<file path="src/common/sha_types_pkg.sv">
// Data shapes shared by the SHA-256 blocks.
// Words are 32 bits and big-endian. Block word 0 is the first message word.
package sha_types_pkg;

	// One SHA-256 word
	typedef logic [31:0] word_t;

	// Padded 512-bit message block, index 0 holds the first word
	typedef word_t [15:0] block_t;

	// Round index, 0 to 63
	typedef logic [5:0] round_idx_t;

	// Working variables of the compression function
	typedef struct packed {
		word_t a;
		word_t b;
		word_t c;
		word_t d;
		word_t e;
		word_t f;
		word_t g;
		word_t h;
	} work_state_t;

	// Chaining value, h0 is the most significant output word
	typedef struct packed {
		word_t h0;
		word_t h1;
		word_t h2;
		word_t h3;
		word_t h4;
		word_t h5;
		word_t h6;
		word_t h7;
	} digest_t;

endpackage

</file>
<file path="src/common/sha_consts_pkg.sv">
// SHA-256 algorithm constants and mixing functions, per FIPS 180-4.
// Depends on sha_types_pkg for the word and digest shapes.
package sha_consts_pkg;
	import sha_types_pkg::*;

	localparam int NUM_ROUNDS = 64;

	// Round constants K0..K63
	localparam word_t ROUND_K [NUM_ROUNDS] = '{
		32'h428a2f98, 32'h71374491, 32'hb5c0fbcf, 32'he9b5dba5,
		32'h3956c25b, 32'h59f111f1, 32'h923f82a4, 32'hab1c5ed5,
		32'hd807aa98, 32'h12835b01, 32'h243185be, 32'h550c7dc3,
		32'h72be5d74, 32'h80deb1fe, 32'h9bdc06a7, 32'hc19bf174,
		32'he49b69c1, 32'hefbe4786, 32'h0fc19dc6, 32'h240ca1cc,
		32'h2de92c6f, 32'h4a7484aa, 32'h5cb0a9dc, 32'h76f988da,
		32'h983e5152, 32'ha831c66d, 32'hb00327c8, 32'hbf597fc7,
		32'hc6e00bf3, 32'hd5a79147, 32'h06ca6351, 32'h14292967,
		32'h27b70a85, 32'h2e1b2138, 32'h4d2c6dfc, 32'h53380d13,
		32'h650a7354, 32'h766a0abb, 32'h81c2c92e, 32'h92722c85,
		32'ha2bfe8a1, 32'ha81a664b, 32'hc24b8b70, 32'hc76c51a3,
		32'hd192e819, 32'hd6990624, 32'hf40e3585, 32'h106aa070,
		32'h19a4c116, 32'h1e376c08, 32'h2748774c, 32'h34b0bcb5,
		32'h391c0cb3, 32'h4ed8aa4a, 32'h5b9cca4f, 32'h682e6ff3,
		32'h748f82ee, 32'h78a5636f, 32'h84c87814, 32'h8cc70208,
		32'h90befffa, 32'ha4506ceb, 32'hbef9a3f7, 32'hc67178f2
	};

	// Initial hash value for a new message
	localparam digest_t INIT_HASH = '{
		h0: 32'h6a09e667, h1: 32'hbb67ae85, h2: 32'h3c6ef372, h3: 32'ha54ff53a,
		h4: 32'h510e527f, h5: 32'h9b05688c, h6: 32'h1f83d9ab, h7: 32'h5be0cd19
	};

	function automatic word_t rotr(input word_t x, input int n);
		return (x >> n) | (x << (32 - n));
	endfunction

	function automatic word_t big_sigma0(input word_t x);
		return rotr(x, 2) ^ rotr(x, 13) ^ rotr(x, 22);
	endfunction

	function automatic word_t big_sigma1(input word_t x);
		return rotr(x, 6) ^ rotr(x, 11) ^ rotr(x, 25);
	endfunction

	function automatic word_t small_sigma0(input word_t x);
		return rotr(x, 7) ^ rotr(x, 18) ^ (x >> 3);
	endfunction

	function automatic word_t small_sigma1(input word_t x);
		return rotr(x, 17) ^ rotr(x, 19) ^ (x >> 10);
	endfunction

endpackage

</file>
<file path="src/message_schedule/message_schedule.sv">
// Message schedule with a sixteen-word sliding window.
// Rounds 0-15 read the loaded block directly, later rounds expand and shift.
// sched_word is combinational from round_idx and valid in the same cycle.
`timescale 1ns/1ps

module message_schedule (
	input  logic                      tb_clk,
	input  logic                      rst_n,
	input  logic                      accept,
	input  sha_types_pkg::block_t     block,
	input  sha_types_pkg::round_idx_t round_idx,
	output sha_types_pkg::word_t      sched_word
);
	import sha_types_pkg::*;
	import sha_consts_pkg::*;

	block_t win;
	word_t  next_word;
	logic   expand;

	// Rounds 16 and up derive their word from the window
	assign expand = (round_idx[5:4] != 2'b00);

	// Window holds W[t-16]..W[t-1] in entries 0..15 while expanding
	assign next_word = small_sigma1(win[14]) + win[9] + small_sigma0(win[1]) + win[0];

	assign sched_word = expand ? next_word : win[round_idx[3:0]];

	always_ff @(posedge tb_clk)
	begin
		if (!rst_n)
		begin
			win <= '0;
		end
		else if (accept)
		begin
			win <= block;
		end
		else if (expand)
		begin
			// Drop the oldest word, append the new one at the top
			win <= {next_word, win[15:1]};
		end
	end

endmodule

</file>
<file path="src/round_engine/round_engine.sv">
// Round engine, one SHA-256 round per clock.
// A start is taken only while idle, otherwise it is dropped silently.
// Busy stays high for one extra cycle after round 63 for the final add.
`timescale 1ns/1ps

module round_engine (
	input  logic                       tb_clk,
	input  logic                       rst_n,
	input  logic                       start,
	input  sha_types_pkg::digest_t     chain_in,
	input  sha_types_pkg::word_t       sched_word,
	output logic                       accept,
	output logic                       busy,
	output sha_types_pkg::round_idx_t  round_idx,
	output logic                       last_round,
	output sha_types_pkg::work_state_t final_state
);
	import sha_types_pkg::*;
	import sha_consts_pkg::*;

	work_state_t st;
	work_state_t st_next;
	logic        finishing;
	word_t       ch;
	word_t       maj;
	word_t       t1;
	word_t       t2;

	assign accept = start && !busy;
	assign last_round = busy && !finishing && (round_idx == round_idx_t'(NUM_ROUNDS - 1));
	assign final_state = st;

	// Control: busy, round counter, wrap-up cycle
	always_ff @(posedge tb_clk)
	begin
		if (!rst_n)
		begin
			busy      <= 1'b0;
			finishing <= 1'b0;
			round_idx <= '0;
		end
		else if (accept)
		begin
			busy      <= 1'b1;
			round_idx <= '0;
		end
		else if (finishing)
		begin
			busy      <= 1'b0;
			finishing <= 1'b0;
		end
		else if (busy)
		begin
			// Counter wraps back to 0 after round 63
			round_idx <= round_idx + 1'b1;
			if (last_round)
			begin
				finishing <= 1'b1;
			end
		end
	end

	// One compression round
	always_comb
	begin
		ch  = (st.e & st.f) ^ (~st.e & st.g);
		maj = (st.a & st.b) ^ (st.a & st.c) ^ (st.b & st.c);
		t1  = st.h + big_sigma1(st.e) + ch + ROUND_K[round_idx] + sched_word;
		t2  = big_sigma0(st.a) + maj;

		st_next.a = t1 + t2;
		st_next.b = st.a;
		st_next.c = st.b;
		st_next.d = st.c;
		st_next.e = st.d + t1;
		st_next.f = st.e;
		st_next.g = st.f;
		st_next.h = st.g;
	end

	always_ff @(posedge tb_clk)
	begin
		if (accept)
		begin
			st <= '{a: chain_in.h0, b: chain_in.h1, c: chain_in.h2, d: chain_in.h3,
				e: chain_in.h4, f: chain_in.h5, g: chain_in.h6, h: chain_in.h7};
		end
		else if (busy && !finishing)
		begin
			st <= st_next;
		end
	end

endmodule

</file>
<file path="src/logic/digest_accumulator.sv">
// Chaining digest register and the final per-word addition.
// With first high at accept the chain restarts from the initial hash value.
// Digest holds from one done pulse to the next.
`timescale 1ns/1ps

module digest_accumulator (
	input  logic                       tb_clk,
	input  logic                       rst_n,
	input  logic                       accept,
	input  logic                       first,
	input  logic                       last_round,
	input  sha_types_pkg::work_state_t final_state,
	output sha_types_pkg::digest_t     chain_in,
	output logic                       done,
	output sha_types_pkg::digest_t     digest
);
	import sha_types_pkg::*;
	import sha_consts_pkg::*;

	digest_t digest_q;
	digest_t base;
	digest_t sum;
	logic    first_q;
	logic    add_pending;

	// Starting point for the working variables
	assign chain_in = first ? INIT_HASH : digest_q;

	// Same base as used at accept
	assign base = first_q ? INIT_HASH : digest_q;

	always_comb
	begin
		sum.h0 = base.h0 + final_state.a;
		sum.h1 = base.h1 + final_state.b;
		sum.h2 = base.h2 + final_state.c;
		sum.h3 = base.h3 + final_state.d;
		sum.h4 = base.h4 + final_state.e;
		sum.h5 = base.h5 + final_state.f;
		sum.h6 = base.h6 + final_state.g;
		sum.h7 = base.h7 + final_state.h;
	end

	always_ff @(posedge tb_clk)
	begin
		if (!rst_n)
		begin
			first_q     <= 1'b0;
			add_pending <= 1'b0;
			done        <= 1'b0;
			digest_q    <= INIT_HASH;
		end
		else
		begin
			// final_state carries round 63 one cycle after last_round
			add_pending <= last_round;
			done        <= add_pending;
			if (accept)
			begin
				first_q <= first;
			end
			if (add_pending)
			begin
				digest_q <= sum;
			end
		end
	end

	assign digest = digest_q;

endmodule

</file>
<file path="src/logic/sha256_core.sv">
// Iterative SHA-256 compression core, one 512-bit padded block per start.
// No padding is done here. Done follows an accepted start by 65 cycles.
// Starts while busy are ignored.
`timescale 1ns/1ps

module sha256_core (
	input  logic                   tb_clk,
	input  logic                   rst_n,
	input  logic                   start,
	input  logic                   first,
	input  sha_types_pkg::block_t  block,
	output logic                   busy,
	output logic                   done,
	output sha_types_pkg::digest_t digest
);
	import sha_types_pkg::*;

	logic        accept;
	logic        last_round;
	round_idx_t  round_idx;
	word_t       sched_word;
	digest_t     chain_in;
	work_state_t final_state;

	message_schedule u_sched (
		.tb_clk     (tb_clk),
		.rst_n      (rst_n),
		.accept     (accept),
		.block      (block),
		.round_idx  (round_idx),
		.sched_word (sched_word)
	);

	round_engine u_engine (
		.tb_clk      (tb_clk),
		.rst_n       (rst_n),
		.start       (start),
		.chain_in    (chain_in),
		.sched_word  (sched_word),
		.accept      (accept),
		.busy        (busy),
		.round_idx   (round_idx),
		.last_round  (last_round),
		.final_state (final_state)
	);

	digest_accumulator u_accum (
		.tb_clk      (tb_clk),
		.rst_n       (rst_n),
		.accept      (accept),
		.first       (first),
		.last_round  (last_round),
		.final_state (final_state),
		.chain_in    (chain_in),
		.done        (done),
		.digest      (digest)
	);

endmodule

</file>
<file path="config.mk">
export PLATFORM = sky130hd
export DESIGN_NAME = sha256_core
export DESIGN_NICKNAME = d
export VERILOG_FILES = /design/src/common/sha_types_pkg.sv /design/src/common/sha_consts_pkg.sv /design/src/message_schedule/message_schedule.sv /design/src/round_engine/round_engine.sv /design/src/logic/digest_accumulator.sv /design/src/logic/sha256_core.sv
export SDC_FILE = /design/constraint.sdc
export NUM_CORES = 2
export LEC_CHECK = 0
export BUFFER_PORTS_ARGS = -buffer_cell sky130_fd_sc_hd__buf_2
export CORE_ASPECT_RATIO = 1.1
export CORE_MARGIN = 3
export CORE_UTILIZATION = 25
export DETAILED_ROUTE_END_ITERATION = 7
export PLACE_DENSITY = 0.4
export SYNTH_ARGS = -nofsm -noshare
export SYNTH_HDL_FRONTEND = slang
export SYNTH_SLANG_ARGS = --single-unit
</file>
<file path="constraint.sdc">
create_clock -name tb_clk -period 12.49 [get_ports tb_clk]
set_input_delay 0 -clock tb_clk [delete_from_list [all_inputs] [get_ports tb_clk]]
set_output_delay 0 -clock tb_clk [all_outputs]
set_load 0.01 [all_outputs]
</file>
==> results.sh <==
export IMPL_synthCells=9260
export IMPL_die_w_um=533
export IMPL_cts_tree="yes"
export IMPL_async_flop_share=0
export IMPL_start_kind="register"
export IMPL_crit_top_cell="a21o_1"
export IMPL_vias=75900
export IMPL_drc=0
export IMPL_drtPass1Iterations=6
export IMPL_gp_congestion=0.938
export IMPL_worst_path_stages=40
export IMPL_clockRootBuffer="clkbuf_16"
export IMPL_drt_wl_total_um=426000
export IMPL_wl_per_cell_um=29.4
export IMPL_rsz0062_at_grt="no"
export IMPL_clock_latency_ps=830
export IMPL_area_delta_synth_final_pct=25.6
export IMPL_postCtsSetupBuffers=0
export IMPL_io_buffers=773
export IMPL_rr_worst_depth=40
export IMPL_cts_resized_gates=0
export IMPL_critPathKind="reg -> reg"
export IMPL_grt_pass1_wl_um=591000
export IMPL_cts_clk_slew_worst_paths_ps=70
export IMPL_grt_ovfl_total=0
export IMPL_ys_warn_count=0
export IMPL_synth_edf_count=256
export IMPL_finClkSkew_ps=47.2
export IMPL_ys_types=101
export IMPL_dieArea_um2=313000
export IMPL_synth_area_per_cell_um2=8.26
export IMPL_end_kind="register"
export IMPL_tightest_slew_ps=1230
export IMPL_min_period_ps=10280
export IMPL_max_cap_violations=0
export IMPL_postCtsHoldBufs=729
export IMPL_critPathSlowestCell="xnor2_1"
export IMPL_cp_endpoint="u_engine.final_state[255]$_DFFE_PP_"
export IMPL_start_util=0.252
export IMPL_post_synth_and_or_nand_nor_area_fraction=0.198
export IMPL_grt_pass1_vias=73400
export IMPL_cp_max_fo=6
export IMPL_synth_mux_area_frac=0.0659
export IMPL_status="finished clean"
export IMPL_worstPathArrival_ps=10840
export IMPL_setup_viol=0
export IMPL_nets=11400
export IMPL_ant_nets=0
export IMPL_antenna_found_initial=29
export IMPL_finalCritPeriodShare=0.823
export IMPL_max_freq_mhz=97.3
export IMPL_finalSetupTns_ps=0
export IMPL_drive_gt1_frac=0.142
export IMPL_track_usage=0.263
export IMPL_core_area_um2=304000
export IMPL_hpwl_um=329000
export IMPL_crit_required_ps=13050
export IMPL_synth_top_family_by_area="compound AO/OA/AOI/OAI gates"
export IMPL_r2r_start="u_sched.win[44]$_SDFFE_PN0P_"
export IMPL_synthAdderAreaFrac=0.117
export IMPL_numCtsBuffers=153
export IMPL_cts_buffer_depth=4
export IMPL_viasPerCell=5.23
export IMPL_io_pins=774
export IMPL_synth_seq_area_share=0.304
export IMPL_ys_flop_type="dfxtp_1"
export IMPL_slew_violations=0
export IMPL_synth_compound_area_frac=0.199
export IMPL_max_stage_delay_ps=590
export IMPL_critPathTopFamily="compound AO/OA/AOI/OAI gates"
export IMPL_num_rows=212
export IMPL_htreeDepth=4
export IMPL_timing_slew_headroom=0.182
export IMPL_synth_fp_nets=10400
export IMPL_cp_num_buf_inv=4
export IMPL_holdCritPathClass="in -> reg"
export IMPL_finalHoldViolations=0
export IMPL_synth_area_um2=76500
export IMPL_drt_iter0_drc=7214
export IMPL_cts_sinks=1035
export IMPL_r2r_end="u_engine.final_state[255]$_DFFE_PP_"
export IMPL_fill_cells=31900
export IMPL_ys_ff_latch=1035
export IMPL_die_h_um=586
export IMPL_ff2ff_setup_slack_ps=2210
export IMPL_synth_xor_area_frac=0.0629
export IMPL_grt_max_degree=246
export IMPL_critical_path_startpoint="u_sched.win[44]$_SDFFE_PN0P_"
## layout make-up
cell class | instances | area (µm²) | area share
Antenna cell | 20 | 50.0 | 0.000521
Clock buffer | 210 | 4270 | 0.0444
Clock inverter | 52 | 609 | 0.00634
Inverter | 358 | 1360 | 0.0141
Multi-Input combinational cell | 7162 | 49200 | 0.512
Sequential cell | 1035 | 23300 | 0.243
Tap cell | 4066 | 5090 | 0.0530
Timing Repair Buffer | 1608 | 12200 | 0.127
## worst min-delay path by stage
stage / to / from / cells after the start / slack (ps)
after floorplan: u_sched.win[483]$_SDFFE_PN0P_ / block[483] / 2 / 140
after global placement: u_sched.win[324]$_SDFFE_PN0P_ / block[324] / 3 / 270
after detailed placement: u_sched.win[511]$_SDFFE_PN0P_ / block[511] / 3 / 270
after CTS: u_sched.win[504]$_SDFFE_PN0P_ / block[504] / 3 / 0.2
after global routing: u_sched.win[127]$_SDFFE_PN0P_ / block[127] / 4 / 20
final: u_sched.win[181]$_SDFFE_PN0P_ / block[181] / 4 / 60
## synthesized netlist by cell type, types with 228 or more instances
cell	count	share of area
a21o_1	228	0.022
a21oi_1	463	0.030
a311oi_1	495	0.057
clkbuf_1	640	0.031
dfxtp_1	779	0.20
edfxtp_1	256	0.10
ha_1	397	0.065
inv_1	354	0.017
nand2_1	1732	0.085
nor2_1	917	0.045
o21ai_0	518	0.034
xnor2_1	376	0.043
## tightest hold or removal path: stages
cell and delay (ps):
dlygate4sd3_1 540, buf_2 120, nand2_1 70, a311oi_1 80
## sequential cells by signal, indices dropped and copies added (netlist names)
name                  cells
u_accum.first_q           1
u_accum.add_pending       1
u_engine.busy             1
u_accum.done              1
u_sched.win             512
u_accum.digest          256
u_engine.round_idx        6
u_engine.final_state    256
u_engine.finishing        1
## layer usage
| layer | part of all wire | global-route usage | vias up |
|---|---|---|---|
| li1 | - | - | 34700 |
| met1 | 0.43 | 0.348 | 37800 |
| met2 | 0.47 | 0.441 | 2856 |
| met3 | 0.055 | 0.0331 | 492 |
| met4 | 0.040 | 0.0883 | 14 |
| met5 | 0.00020 | 0 | - |
## through the flow
step	setup slack, ps	instance area [µm²]	cells	hold WS, ps	util
2_1_floorplan	2820	76500	9260	136	-
3_3_place_gp	2140	83800	13500	275	0.276
3_5_place_dp	2140	83800	13500	269	0.276
4_1_cts	2130	96000	14500	0.194	0.316
5_1_grt	1490	96000	14500	24.0	0.316
6_report	2210	96000	14500	59.0	0.316
## kinds of logic after synthesis
logic type      after synthesis
compound gates             2237
xor+xnor                    549
fa+ha+maj                   596
simple gates               3484
flops                      1035
mux                         296
buf+inv                    1063
## cells in the final DEF (no fill, tap or decap), types with 27 or more instances in the layout
cell type	n
nand2_1	1731
dfxtp_1	771
o21bai_1	47
a21o_1	228
a311oi_1	495
o21ai_0	517
nand3_1	79
a211oi_1	57
xnor2_1	376
buf_2	771
clkbuf_1	37
nand3b_1	127
ha_1	397
a21oi_1	463
and3_1	40
a31oi_1	54
dlygate4sd3_1	730
nand2b_1	62
or3_1	31
nor2_1	915
fa_1	197
nand4_1	27
nor2b_1	153
o31ai_1	30
or2_2	148
o211ai_1	49
buf_4	91
mux4_2	165
clkbuf_16	155
inv_1	353
nor3_1	105
edfxtp_1	256
mux2i_1	119
xor2_1	173
o21a_1	78
Power is not shown: default switching activity piles up to over one toggle a cycle in this logic, so the estimate is an artifact.
